$ cat src/source/sfu_pkg.sv
// Shared widths, operation codes and CSR map of the scalar SFU
// Imported by every SFU module
package sfu_pkg;

    localparam int WARP_CNT    = 4;
    localparam int WID_W       = 2;
    localparam int THREAD_CNT  = 4;
    localparam int XLEN        = 32;
    localparam int NR_BITS     = 5;
    localparam int OP_W        = 4;
    localparam int CSR_ADDR_W  = 12;
    localparam int NUM_SCRATCH = 4;

    // SFU operation codes
    localparam logic [OP_W-1:0] SFU_TMC    = 4'd0;
    localparam logic [OP_W-1:0] SFU_WSPAWN = 4'd1;
    localparam logic [OP_W-1:0] SFU_BAR    = 4'd2;
    localparam logic [OP_W-1:0] SFU_CSRRW  = 4'd4;
    localparam logic [OP_W-1:0] SFU_CSRRS  = 4'd5;
    localparam logic [OP_W-1:0] SFU_CSRRC  = 4'd6;

    // Scratch block is 4-aligned, low address bits pick the entry
    localparam logic [CSR_ADDR_W-1:0] CSR_SCRATCH0 = 12'h800;
    localparam logic [CSR_ADDR_W-1:0] CSR_SCRATCH1 = 12'h801;
    localparam logic [CSR_ADDR_W-1:0] CSR_SCRATCH2 = 12'h802;
    localparam logic [CSR_ADDR_W-1:0] CSR_SCRATCH3 = 12'h803;

    // Read-only status registers
    localparam logic [CSR_ADDR_W-1:0] CSR_WARP_ID   = 12'hcc0;
    localparam logic [CSR_ADDR_W-1:0] CSR_TMASK     = 12'hcc1;
    localparam logic [CSR_ADDR_W-1:0] CSR_NUM_WARPS = 12'hcc2;
    localparam logic [CSR_ADDR_W-1:0] CSR_RETIRED   = 12'hcc3;

    // Argument word, read as a CSR address or as barrier fields
    typedef union packed {
        struct packed {
            logic [3:0]            unused;
            logic [CSR_ADDR_W-1:0] addr;
        } csr;
        struct packed {
            logic [7:0] unused;
            logic [3:0] bar_cnt;
            logic [3:0] bar_id;
        } wctl;
    } sfu_arg_t;

endpackage
$ cat src/source/sfu_unit.sv
// Scalar SFU top: dispatch register, warp-control and CSR units, commit arbiter
// Three-stage pipe from dispatch to commit
`timescale 1ns/1ps

module sfu_unit import sfu_pkg::*; (
    input  logic                  clk,
    input  logic                  reset,

    input  logic                  dispatch_valid,
    output logic                  dispatch_ready,
    input  logic [WID_W-1:0]      dispatch_wid,
    input  logic [THREAD_CNT-1:0] dispatch_tmask,
    input  logic [OP_W-1:0]       dispatch_op,
    input  logic [XLEN-1:0]       dispatch_rs1,
    input  sfu_arg_t              dispatch_arg,
    input  logic [NR_BITS-1:0]    dispatch_rd,
    input  logic                  dispatch_wb,

    output logic                  commit_valid,
    input  logic                  commit_ready,
    output logic [WID_W-1:0]      commit_wid,
    output logic [THREAD_CNT-1:0] commit_tmask,
    output logic [NR_BITS-1:0]    commit_rd,
    output logic                  commit_wb,
    output logic [XLEN-1:0]       commit_data,

    output logic                  warp_ctl_valid,
    output logic [WID_W-1:0]      warp_ctl_wid,
    output logic [OP_W-1:0]       warp_ctl_op,
    output logic [XLEN-1:0]       warp_ctl_value
);

    // Shared execute bus
    logic [WID_W-1:0]      exe_wid;
    logic [THREAD_CNT-1:0] exe_tmask;
    logic [OP_W-1:0]       exe_op;
    logic [XLEN-1:0]       exe_rs1;
    sfu_arg_t              exe_arg;
    logic [NR_BITS-1:0]    exe_rd;
    logic                  exe_wb;
    logic                  wctl_valid;
    logic                  wctl_ready;
    logic                  csr_valid;
    logic                  csr_ready;

    // Responses into the arbiter
    logic                  wctl_rsp_valid;
    logic                  wctl_rsp_ready;
    logic [WID_W-1:0]      wctl_rsp_wid;
    logic [THREAD_CNT-1:0] wctl_rsp_tmask;
    logic [NR_BITS-1:0]    wctl_rsp_rd;
    logic                  wctl_rsp_wb;
    logic [XLEN-1:0]       wctl_rsp_data;
    logic                  csr_rsp_valid;
    logic                  csr_rsp_ready;
    logic [WID_W-1:0]      csr_rsp_wid;
    logic [THREAD_CNT-1:0] csr_rsp_tmask;
    logic [NR_BITS-1:0]    csr_rsp_rd;
    logic                  csr_rsp_wb;
    logic [XLEN-1:0]       csr_rsp_data;
    logic                  retire;

    sfu_decode decode (
        .clk            (clk),
        .reset          (reset),
        .dispatch_valid (dispatch_valid),
        .dispatch_ready (dispatch_ready),
        .dispatch_wid   (dispatch_wid),
        .dispatch_tmask (dispatch_tmask),
        .dispatch_op    (dispatch_op),
        .dispatch_rs1   (dispatch_rs1),
        .dispatch_arg   (dispatch_arg),
        .dispatch_rd    (dispatch_rd),
        .dispatch_wb    (dispatch_wb),
        .exe_wid        (exe_wid),
        .exe_tmask      (exe_tmask),
        .exe_op         (exe_op),
        .exe_rs1        (exe_rs1),
        .exe_arg        (exe_arg),
        .exe_rd         (exe_rd),
        .exe_wb         (exe_wb),
        .wctl_valid     (wctl_valid),
        .wctl_ready     (wctl_ready),
        .csr_valid      (csr_valid),
        .csr_ready      (csr_ready)
    );

    wctl_unit wctl (
        .clk            (clk),
        .reset          (reset),
        .exe_wid        (exe_wid),
        .exe_tmask      (exe_tmask),
        .exe_op         (exe_op),
        .exe_rs1        (exe_rs1),
        .exe_arg        (exe_arg),
        .exe_rd         (exe_rd),
        .wctl_valid     (wctl_valid),
        .wctl_ready     (wctl_ready),
        .warp_ctl_valid (warp_ctl_valid),
        .warp_ctl_wid   (warp_ctl_wid),
        .warp_ctl_op    (warp_ctl_op),
        .warp_ctl_value (warp_ctl_value),
        .rsp_valid      (wctl_rsp_valid),
        .rsp_ready      (wctl_rsp_ready),
        .rsp_wid        (wctl_rsp_wid),
        .rsp_tmask      (wctl_rsp_tmask),
        .rsp_rd         (wctl_rsp_rd),
        .rsp_wb         (wctl_rsp_wb),
        .rsp_data       (wctl_rsp_data)
    );

    csr_unit csr (
        .clk            (clk),
        .reset          (reset),
        .exe_wid        (exe_wid),
        .exe_tmask      (exe_tmask),
        .exe_op         (exe_op),
        .exe_rs1        (exe_rs1),
        .exe_arg        (exe_arg),
        .exe_rd         (exe_rd),
        .exe_wb         (exe_wb),
        .csr_valid      (csr_valid),
        .csr_ready      (csr_ready),
        .retire         (retire),
        .rsp_valid      (csr_rsp_valid),
        .rsp_ready      (csr_rsp_ready),
        .rsp_wid        (csr_rsp_wid),
        .rsp_tmask      (csr_rsp_tmask),
        .rsp_rd         (csr_rsp_rd),
        .rsp_wb         (csr_rsp_wb),
        .rsp_data       (csr_rsp_data)
    );

    sfu_result_arb result (
        .clk            (clk),
        .reset          (reset),
        .wctl_rsp_valid (wctl_rsp_valid),
        .wctl_rsp_ready (wctl_rsp_ready),
        .wctl_rsp_wid   (wctl_rsp_wid),
        .wctl_rsp_tmask (wctl_rsp_tmask),
        .wctl_rsp_rd    (wctl_rsp_rd),
        .wctl_rsp_wb    (wctl_rsp_wb),
        .wctl_rsp_data  (wctl_rsp_data),
        .csr_rsp_valid  (csr_rsp_valid),
        .csr_rsp_ready  (csr_rsp_ready),
        .csr_rsp_wid    (csr_rsp_wid),
        .csr_rsp_tmask  (csr_rsp_tmask),
        .csr_rsp_rd     (csr_rsp_rd),
        .csr_rsp_wb     (csr_rsp_wb),
        .csr_rsp_data   (csr_rsp_data),
        .commit_valid   (commit_valid),
        .commit_ready   (commit_ready),
        .commit_wid     (commit_wid),
        .commit_tmask   (commit_tmask),
        .commit_rd      (commit_rd),
        .commit_wb      (commit_wb),
        .commit_data    (commit_data),
        .retire         (retire)
    );

endmodule

$ cat src/source/sfu_result_arb.sv
// Round-robin merge of the warp-control and CSR responses
// Output register feeds the commit port; retire pulses per commit
`timescale 1ns/1ps

module sfu_result_arb import sfu_pkg::*; (
    input  logic                  clk,
    input  logic                  reset,

    input  logic                  wctl_rsp_valid,
    output logic                  wctl_rsp_ready,
    input  logic [WID_W-1:0]      wctl_rsp_wid,
    input  logic [THREAD_CNT-1:0] wctl_rsp_tmask,
    input  logic [NR_BITS-1:0]    wctl_rsp_rd,
    input  logic                  wctl_rsp_wb,
    input  logic [XLEN-1:0]       wctl_rsp_data,

    input  logic                  csr_rsp_valid,
    output logic                  csr_rsp_ready,
    input  logic [WID_W-1:0]      csr_rsp_wid,
    input  logic [THREAD_CNT-1:0] csr_rsp_tmask,
    input  logic [NR_BITS-1:0]    csr_rsp_rd,
    input  logic                  csr_rsp_wb,
    input  logic [XLEN-1:0]       csr_rsp_data,

    output logic                  commit_valid,
    input  logic                  commit_ready,
    output logic [WID_W-1:0]      commit_wid,
    output logic [THREAD_CNT-1:0] commit_tmask,
    output logic [NR_BITS-1:0]    commit_rd,
    output logic                  commit_wb,
    output logic [XLEN-1:0]       commit_data,

    output logic                  retire
);

    logic out_ready;
    logic prio_csr;
    logic grant_csr;
    logic take_wctl;
    logic take_csr;

    assign out_ready = !commit_valid || commit_ready;

    // Tie goes to whichever side was not served last
    assign grant_csr      = csr_rsp_valid && (!wctl_rsp_valid || prio_csr);
    assign wctl_rsp_ready = out_ready && !grant_csr;
    assign csr_rsp_ready  = out_ready && grant_csr;
    assign take_wctl      = wctl_rsp_valid && wctl_rsp_ready;
    assign take_csr       = csr_rsp_valid && csr_rsp_ready;

    always_ff @(posedge clk) begin
        if (reset) begin
            commit_valid <= 1'b0;
            prio_csr     <= 1'b0;
        end else begin
            if (out_ready) begin
                commit_valid <= take_wctl || take_csr;
            end
            if (take_wctl) begin
                prio_csr <= 1'b1;
            end else if (take_csr) begin
                prio_csr <= 1'b0;
            end
        end
    end

    always_ff @(posedge clk) begin
        if (take_csr) begin
            commit_wid   <= csr_rsp_wid;
            commit_tmask <= csr_rsp_tmask;
            commit_rd    <= csr_rsp_rd;
            commit_wb    <= csr_rsp_wb;
            commit_data  <= csr_rsp_data;
        end else if (take_wctl) begin
            commit_wid   <= wctl_rsp_wid;
            commit_tmask <= wctl_rsp_tmask;
            commit_rd    <= wctl_rsp_rd;
            commit_wb    <= wctl_rsp_wb;
            commit_data  <= wctl_rsp_data;
        end
    end

    assign retire = commit_valid && commit_ready;

    assert property (@(posedge clk) disable iff (reset) !(take_wctl && take_csr));

endmodule

$ cat src/source/csr_unit.sv
// CSR unit: scratch registers plus read-only status registers
// Executes CSRRW/CSRRS/CSRRC and returns the old value
`timescale 1ns/1ps

module csr_unit import sfu_pkg::*; (
    input  logic                  clk,
    input  logic                  reset,

    input  logic [WID_W-1:0]      exe_wid,
    input  logic [THREAD_CNT-1:0] exe_tmask,
    input  logic [OP_W-1:0]       exe_op,
    input  logic [XLEN-1:0]       exe_rs1,
    input  sfu_arg_t              exe_arg,
    input  logic [NR_BITS-1:0]    exe_rd,
    input  logic                  exe_wb,
    input  logic                  csr_valid,
    output logic                  csr_ready,

    input  logic                  retire,

    output logic                  rsp_valid,
    input  logic                  rsp_ready,
    output logic [WID_W-1:0]      rsp_wid,
    output logic [THREAD_CNT-1:0] rsp_tmask,
    output logic [NR_BITS-1:0]    rsp_rd,
    output logic                  rsp_wb,
    output logic [XLEN-1:0]       rsp_data
);

    logic [XLEN-1:0] scratch [NUM_SCRATCH];
    logic [XLEN-1:0] retired_cnt;
    logic [XLEN-1:0] old_val;
    logic [XLEN-1:0] new_val;
    logic [1:0]      idx;
    logic            is_scratch;
    logic            accept;

    assign csr_ready = !rsp_valid || rsp_ready;
    assign accept    = csr_valid && csr_ready;
    assign idx       = exe_arg.csr.addr[1:0];

    always_comb begin
        is_scratch = 1'b0;
        case (exe_arg.csr.addr)
            CSR_SCRATCH0, CSR_SCRATCH1, CSR_SCRATCH2, CSR_SCRATCH3: begin
                is_scratch = 1'b1;
                old_val    = scratch[idx];
            end
            CSR_WARP_ID:   old_val = XLEN'(exe_wid);
            CSR_TMASK:     old_val = XLEN'(exe_tmask);
            CSR_NUM_WARPS: old_val = XLEN'(WARP_CNT);
            CSR_RETIRED:   old_val = retired_cnt;
            default:       old_val = '0;
        endcase
    end

    always_comb begin
        case (exe_op)
            SFU_CSRRS: new_val = old_val | exe_rs1;
            SFU_CSRRC: new_val = old_val & ~exe_rs1;
            default:   new_val = exe_rs1;
        endcase
    end

    // Status registers and unmapped addresses drop the write
    always_ff @(posedge clk) begin
        if (reset) begin
            scratch <= '{default: '0};
        end else if (accept && is_scratch) begin
            scratch[idx] <= new_val;
        end
    end

    always_ff @(posedge clk) begin
        if (reset) begin
            retired_cnt <= '0;
            rsp_valid   <= 1'b0;
        end else begin
            if (retire) begin
                retired_cnt <= retired_cnt + XLEN'(1);
            end
            if (csr_ready) begin
                rsp_valid <= csr_valid;
            end
        end
    end

    always_ff @(posedge clk) begin
        if (accept) begin
            rsp_wid   <= exe_wid;
            rsp_tmask <= exe_tmask;
            rsp_rd    <= exe_rd;
            rsp_wb    <= exe_wb;
            rsp_data  <= old_val;
        end
    end

    assert property (@(posedge clk) disable iff (reset)
        rsp_valid && !rsp_ready |=> rsp_valid && $stable(rsp_data));

endmodule

$ cat src/source/wctl_unit.sv
// Warp-control unit: tmc, wspawn and bar
// Emits a one-cycle warp-control request and a commit with no writeback
`timescale 1ns/1ps

module wctl_unit import sfu_pkg::*; (
    input  logic                  clk,
    input  logic                  reset,

    input  logic [WID_W-1:0]      exe_wid,
    input  logic [THREAD_CNT-1:0] exe_tmask,
    input  logic [OP_W-1:0]       exe_op,
    input  logic [XLEN-1:0]       exe_rs1,
    input  sfu_arg_t              exe_arg,
    input  logic [NR_BITS-1:0]    exe_rd,
    input  logic                  wctl_valid,
    output logic                  wctl_ready,

    output logic                  warp_ctl_valid,
    output logic [WID_W-1:0]      warp_ctl_wid,
    output logic [OP_W-1:0]       warp_ctl_op,
    output logic [XLEN-1:0]       warp_ctl_value,

    output logic                  rsp_valid,
    input  logic                  rsp_ready,
    output logic [WID_W-1:0]      rsp_wid,
    output logic [THREAD_CNT-1:0] rsp_tmask,
    output logic [NR_BITS-1:0]    rsp_rd,
    output logic                  rsp_wb,
    output logic [XLEN-1:0]       rsp_data
);

    logic            accept;
    logic            known_op;
    logic [XLEN-1:0] ctl_value;

    assign wctl_ready = !rsp_valid || rsp_ready;
    assign accept     = wctl_valid && wctl_ready;

    always_comb begin
        known_op  = 1'b1;
        ctl_value = '0;
        case (exe_op)
            SFU_TMC:    ctl_value = XLEN'(exe_rs1[THREAD_CNT-1:0]);
            SFU_WSPAWN: ctl_value = exe_rs1;
            SFU_BAR:    ctl_value = XLEN'({exe_arg.wctl.bar_cnt, exe_arg.wctl.bar_id});
            default:    known_op  = 1'b0;
        endcase
    end

    always_ff @(posedge clk) begin
        if (reset) begin
            warp_ctl_valid <= 1'b0;
            rsp_valid      <= 1'b0;
        end else begin
            warp_ctl_valid <= accept && known_op;
            if (wctl_ready) begin
                rsp_valid <= wctl_valid;
            end
        end
    end

    always_ff @(posedge clk) begin
        if (accept) begin
            warp_ctl_wid   <= exe_wid;
            warp_ctl_op    <= exe_op;
            warp_ctl_value <= ctl_value;
            rsp_wid        <= exe_wid;
            rsp_tmask      <= exe_tmask;
            rsp_rd         <= exe_rd;
        end
    end

    // Warp control never writes a register
    assign rsp_wb   = 1'b0;
    assign rsp_data = '0;

    assert property (@(posedge clk) disable iff (reset)
        warp_ctl_valid && !accept |=> !warp_ctl_valid);

endmodule

$ cat src/source/sfu_decode.sv
// Dispatch register of the SFU
// Holds one instruction and steers it to the warp-control or CSR unit
`timescale 1ns/1ps

module sfu_decode import sfu_pkg::*; (
    input  logic                  clk,
    input  logic                  reset,

    input  logic                  dispatch_valid,
    output logic                  dispatch_ready,
    input  logic [WID_W-1:0]      dispatch_wid,
    input  logic [THREAD_CNT-1:0] dispatch_tmask,
    input  logic [OP_W-1:0]       dispatch_op,
    input  logic [XLEN-1:0]       dispatch_rs1,
    input  sfu_arg_t              dispatch_arg,
    input  logic [NR_BITS-1:0]    dispatch_rd,
    input  logic                  dispatch_wb,

    output logic [WID_W-1:0]      exe_wid,
    output logic [THREAD_CNT-1:0] exe_tmask,
    output logic [OP_W-1:0]       exe_op,
    output logic [XLEN-1:0]       exe_rs1,
    output sfu_arg_t              exe_arg,
    output logic [NR_BITS-1:0]    exe_rd,
    output logic                  exe_wb,

    output logic                  wctl_valid,
    input  logic                  wctl_ready,
    output logic                  csr_valid,
    input  logic                  csr_ready
);

    logic exe_valid;
    logic is_csr;
    logic sel_ready;

    always_comb begin
        case (exe_op)
            SFU_CSRRW, SFU_CSRRS, SFU_CSRRC: is_csr = 1'b1;
            // Unknown codes fall through to warp control
            default: is_csr = 1'b0;
        endcase
    end

    assign wctl_valid     = exe_valid && !is_csr;
    assign csr_valid      = exe_valid && is_csr;
    assign sel_ready      = is_csr ? csr_ready : wctl_ready;
    assign dispatch_ready = !exe_valid || sel_ready;

    always_ff @(posedge clk) begin
        if (reset) begin
            exe_valid <= 1'b0;
        end else if (dispatch_ready) begin
            exe_valid <= dispatch_valid;
        end
    end

    always_ff @(posedge clk) begin
        if (dispatch_valid && dispatch_ready) begin
            exe_wid   <= dispatch_wid;
            exe_tmask <= dispatch_tmask;
            exe_op    <= dispatch_op;
            exe_rs1   <= dispatch_rs1;
            exe_arg   <= dispatch_arg;
            exe_rd    <= dispatch_rd;
            exe_wb    <= dispatch_wb;
        end
    end

    // A stalled request must not change unit under the execute stage
    assert property (@(posedge clk) disable iff (reset)
        exe_valid && !sel_ready |=> exe_valid && $stable(exe_op));

endmodule

$ cat config.mk
export PLATFORM = sky130hd
export DESIGN_NAME = sfu_unit
export DESIGN_NICKNAME = d
export VERILOG_FILES = /design/src/source/sfu_pkg.sv /design/src/source/sfu_unit.sv /design/src/source/sfu_result_arb.sv /design/src/source/csr_unit.sv /design/src/source/wctl_unit.sv /design/src/source/sfu_decode.sv
export SDC_FILE = /design/constraint.sdc
export NUM_CORES = 1
export LEC_CHECK = 0
export CAP_MARGIN = 10
export CELL_PAD_IN_SITES_DETAIL_PLACEMENT = 1
export CELL_PAD_IN_SITES_GLOBAL_PLACEMENT = 1
export CORE_MARGIN = 8
export CORE_UTILIZATION = 50
export CTS_CLUSTER_DIAMETER = 200
export DETAILED_ROUTE_END_ITERATION = 16
export DONT_BUFFER_PORTS = 1
export PLACE_DENSITY = 0.86
export SLEW_MARGIN = 10
export SYNTH_ARGS = -nofsm -noshare
export SYNTH_HDL_FRONTEND = slang
export SYNTH_SLANG_ARGS = --single-unit
$ cat constraint.sdc
create_clock -name clk -period 5.45 [get_ports clk]
set_input_delay 0 -clock clk [delete_from_list [all_inputs] [get_ports clk]]
set_output_delay 0 -clock clk [all_outputs]
set_load 0.03 [all_outputs]
==> summary.md <==
| Metric | Value |
|---|---|
| Outcome | `complete, no violations` |
| VDD IR max | `0.0002455 V` |
| Post-Syn Instances | `roughly 1200` |
| Crit start category | `flop` |
| I/O Buffers | `0` |
| Clock Path Buffers | `3` |
| Flop pwr share | `0.518` |
| CTS tree | `yes` |
| Period Utilization, post-route | `0.5977` |
| GP Congestion | `0.7705` |
| Vias in the first global route | `~11000` |
| Distinct cells, synth | `45` |
| Crit path cell chain | `buf_4 > or2_2 > nor2_1 > a41oi_4 > nand2_1 > o21ai_1` |
| Remaining Overflow, GRT | `0` |
| Core area | `~29000 sq um` |
| Post-route ant nets | `0` |
| Unrepaired setup endpoints after global routing | `no` |
| Antenna violations before repair | `1` |
| Worst path arrival time | `~3700 ps` |
| Die area | `between 30000 and 40000 sq um` |
| Peak per-stage delay on the critical path | `1030 ps` |
| CP required | `approximately 5900 ps` |
| Final Critical Period | `3257 ps` |
| Global-route wire length before repair | `about 63 mm` |
| CTS Root Cell | `clkbuf_16` |
| Final hold violations | `0` |
| Layout cells sized above 1 | `0.1250` |
| Static Leak | `between 5 and 6 nW` |
| Total number of vias | `roughly 10000` |
| FILL cells | `between 2000 and 3000` |
| Clock power share | `0.443` |
| Fin. max-slew vios | `0` |
| H-tree Lvls | `2` |
| # rows | `just over 60` |
| Critical Path Sink Type | `flop` |
| Internal power | `around 4.6 mW` |
| # IOs | `153` |
| Fmax | `around 310 MHz` |
| Final Power | `5.839 mW` |
| Synthesized flop and latch total | `around 360` |
| Synth warn | `0` |
| Area share of the largest cell type after synthesis | `0.4048` |
| Reg-to-reg startpoint | `decode.exe_arg[1]` |
| Mapped Area | `14460 sq um` |
| # resized after CTS | `0` |
| Syn_area_per_cell | `roughly 12 sq um` |
| Worst min path class | `input port to flop` |
| Die W | `about 190 um` |
| TNS Setup | `0 ps` |
| Switching share of power | `0.2203` |
| Endpoints failing setup | `0` |
| Initial DRC Count | `roughly 640` |
| Sequential area share after synthesis | `0.6346` |
| Post-DP HPWL | `23.22 mm` |
| CP startpoint | `decode.exe_arg[1]` |
| CTS Sinks | `approximately 360` |
| Worst-path fanout max | `28` |
| Mapped Nets | `around 1300` |
| Clock-pin transition on the worst setup and hold timing paths | `~60 ps` |
| Async SR Flop Fraction | `0` |
| Final WL | `between 40 and 50 mm` |
| Leading area contributor after synthesis | `edfxtp_1` |
| Ys flop type | `edfxtp_1` |
| DRT Pass-1 Iters | `5` |
| Top cells by area, synth | `edfxtp_1 40%, dfxtp_1 23%, mux4_2 5.0%` |
| Area Growth Syn to Fin | `16.13%` |
| Via density | `approximately 6` |
| Slowest cell on the critical path | `a41oi_4` |
| Min-Delay Startpoint | `reset` |
| Worst relative slew slack | `0.1920` |
| Die height | `approximately 190 um` |
| Overall routing resource usage | `0.2370` |
| Logic pwr share | `0.039` |
| NumNets Final | `about 1300` |
| Largest net degree at the start of global routing | `61` |
| P_sw | `between 1 and 1.5 mW` |
| Worst-Skew Late Latency | `around 520 ps` |
| Drt wl/cell | `around 24 um` |
| Max-cap violation count | `0` |
| Critical path class | `flop to flop` |
| Clk_skew | `between 10 and 15 ps` |
| Measured slew at the worst slew-check pin | `between 1000 and 1500 ps` |
| Inserted Clock Buffers | `39` |
| PD cells | `approximately 350 nW/um^2` |
| Number of synthesized flops with an enable pin | `about 200` |
| Initial core utilization | `0.5053` |
| # DRC | `0` |
## power groups by stage
stage	logic, mW	registers, mW	clock network [mW]
2_1_floorplan	0.128	3.06	0
3_3_place_gp	0.167	3.08	0
3_5_place_dp	0.175	3.08	0
4_1_cts	0.226	3.03	2.63
5_1_grt	0.244	3.03	2.74
6_report	0.227	3.02	2.59
## kinds of logic after synthesis
group | share of synthesized area
adder cells (fa/ha/maj) | 0.0008649
multiplexers | 0.06220
AO/OA/AOI/OAI | 0.1201
buffers and inverters | 0.03668
AND/OR/NAND/NOR | 0.1292
XOR/XNOR | 0.01635
flip-flops | 0.6346
## flip-flops by register name, indices dropped and copies added, names as in the netlist, 4 cells and up
| name | cells |
|---|---|
| csr.rsp_rd | 5 |
| csr.rsp_tmask | 4 |
| csr.rsp_data | 32 |
| wctl.rsp_rd | 5 |
| wctl.warp_ctl_value | 32 |
| result.commit_data | 32 |
| csr.retired_cnt | 32 |
| decode.exe_arg | 12 |
| result.commit_tmask | 4 |
| decode.exe_rs1 | 32 |
| decode.exe_op | 4 |
| wctl.warp_ctl_op | 4 |
| wctl.rsp_tmask | 4 |
| csr.scratch | 128 |
| decode.exe_rd | 5 |
| result.commit_rd | 5 |
| decode.exe_tmask | 4 |
## worst max-delay path, delay by kind of cell (launching register included)
kind / cells / cell delay (ps)
AO/OA/AOI/OAI: 2 / 1200
buffers and inverters: 1 / 510
AND/OR/NAND/NOR: 3 / 440
flip-flops: 1 / 990
## synthesized netlist by cell type, drive strengths merged (25+ instances only)
cell and n:
edfxtp 195, nand2 188, dfxtp 166, o21ai 147
and2 67, inv 61, clkbuf 58, nor2 54
a31oi 40, mux4 32, o41ai 28, xnor2 25
## placed cells by master, fill, tap and decap left out, drive strengths merged, types with 15 or more instances in the layout
master,synthesis,layout
edfxtp,195,195
nand2,188,188
dfxtp,166,166
o21ai,147,147
and2,67,67
dlygate4sd3,0,64
inv,61,61
clkbuf,58,59
nor2,54,54
a31oi,40,40
mux4,32,32
o41ai,28,28
xnor2,25,25
buf,15,16
mux2,15,15
## through the flow
step                      hold slack (ps)  instance area [sq um]  worst slack [ps]    util  std cells
after floorplan                     98.87                  14460              2081       -       1226
after global placement              79.21                  14880              2407  0.5197       1552
after detailed placement            81.10                  14880              2275  0.5197       1552
after CTS                           50.43                  16790              2225  0.5867       1688
after global routing                82.43                  16800              2018  0.5868       1689
final                               81.33                  16800              2193  0.5868       1689
## per-layer routing
layer	wire, um	global-route usage	vias up	share of wire
li1	-	-	4505	-
met1	16030	0.2843	5153	0.40
met2	20740	0.4138	374	0.51
met3	2477	0.04509	106	0.061
met4	1279	0.09717	0	0.032
met5	0	0	-	0
## what timing repair did
action                     in CTS  in global routing
buffers inserted                0                  0
hold endpoints to repair      226                  0
hold buffers                   65                  0
setup endpoints to repair       0                  0
## cell type report
cell class                 instances  area (sq um)  area share
timing repair buffer              80         780.7     0.04648
tap                              384         480.5     0.02860
multi-input combinational        731          4875      0.2902
clock buffer                      59          1136     0.06763
inverter                          61         229.0     0.01363
sequential                       361          9179      0.5464
clock inverter                    12         115.1    0.006853
antenna                            1         2.502   0.0001490
## worst paths after layout
check / to / slack, ps / cells past startpoint
worst max-delay path: csr.scratch[120] / 2190 / 6
worst min-delay path: csr.scratch[45] / 80 / 3
worst min register to register: csr.rsp_wb / 420 / 0
worst max register to register: csr.scratch[120] / 2190 / 6
Note: power is estimated with default switching activity, not from simulation.
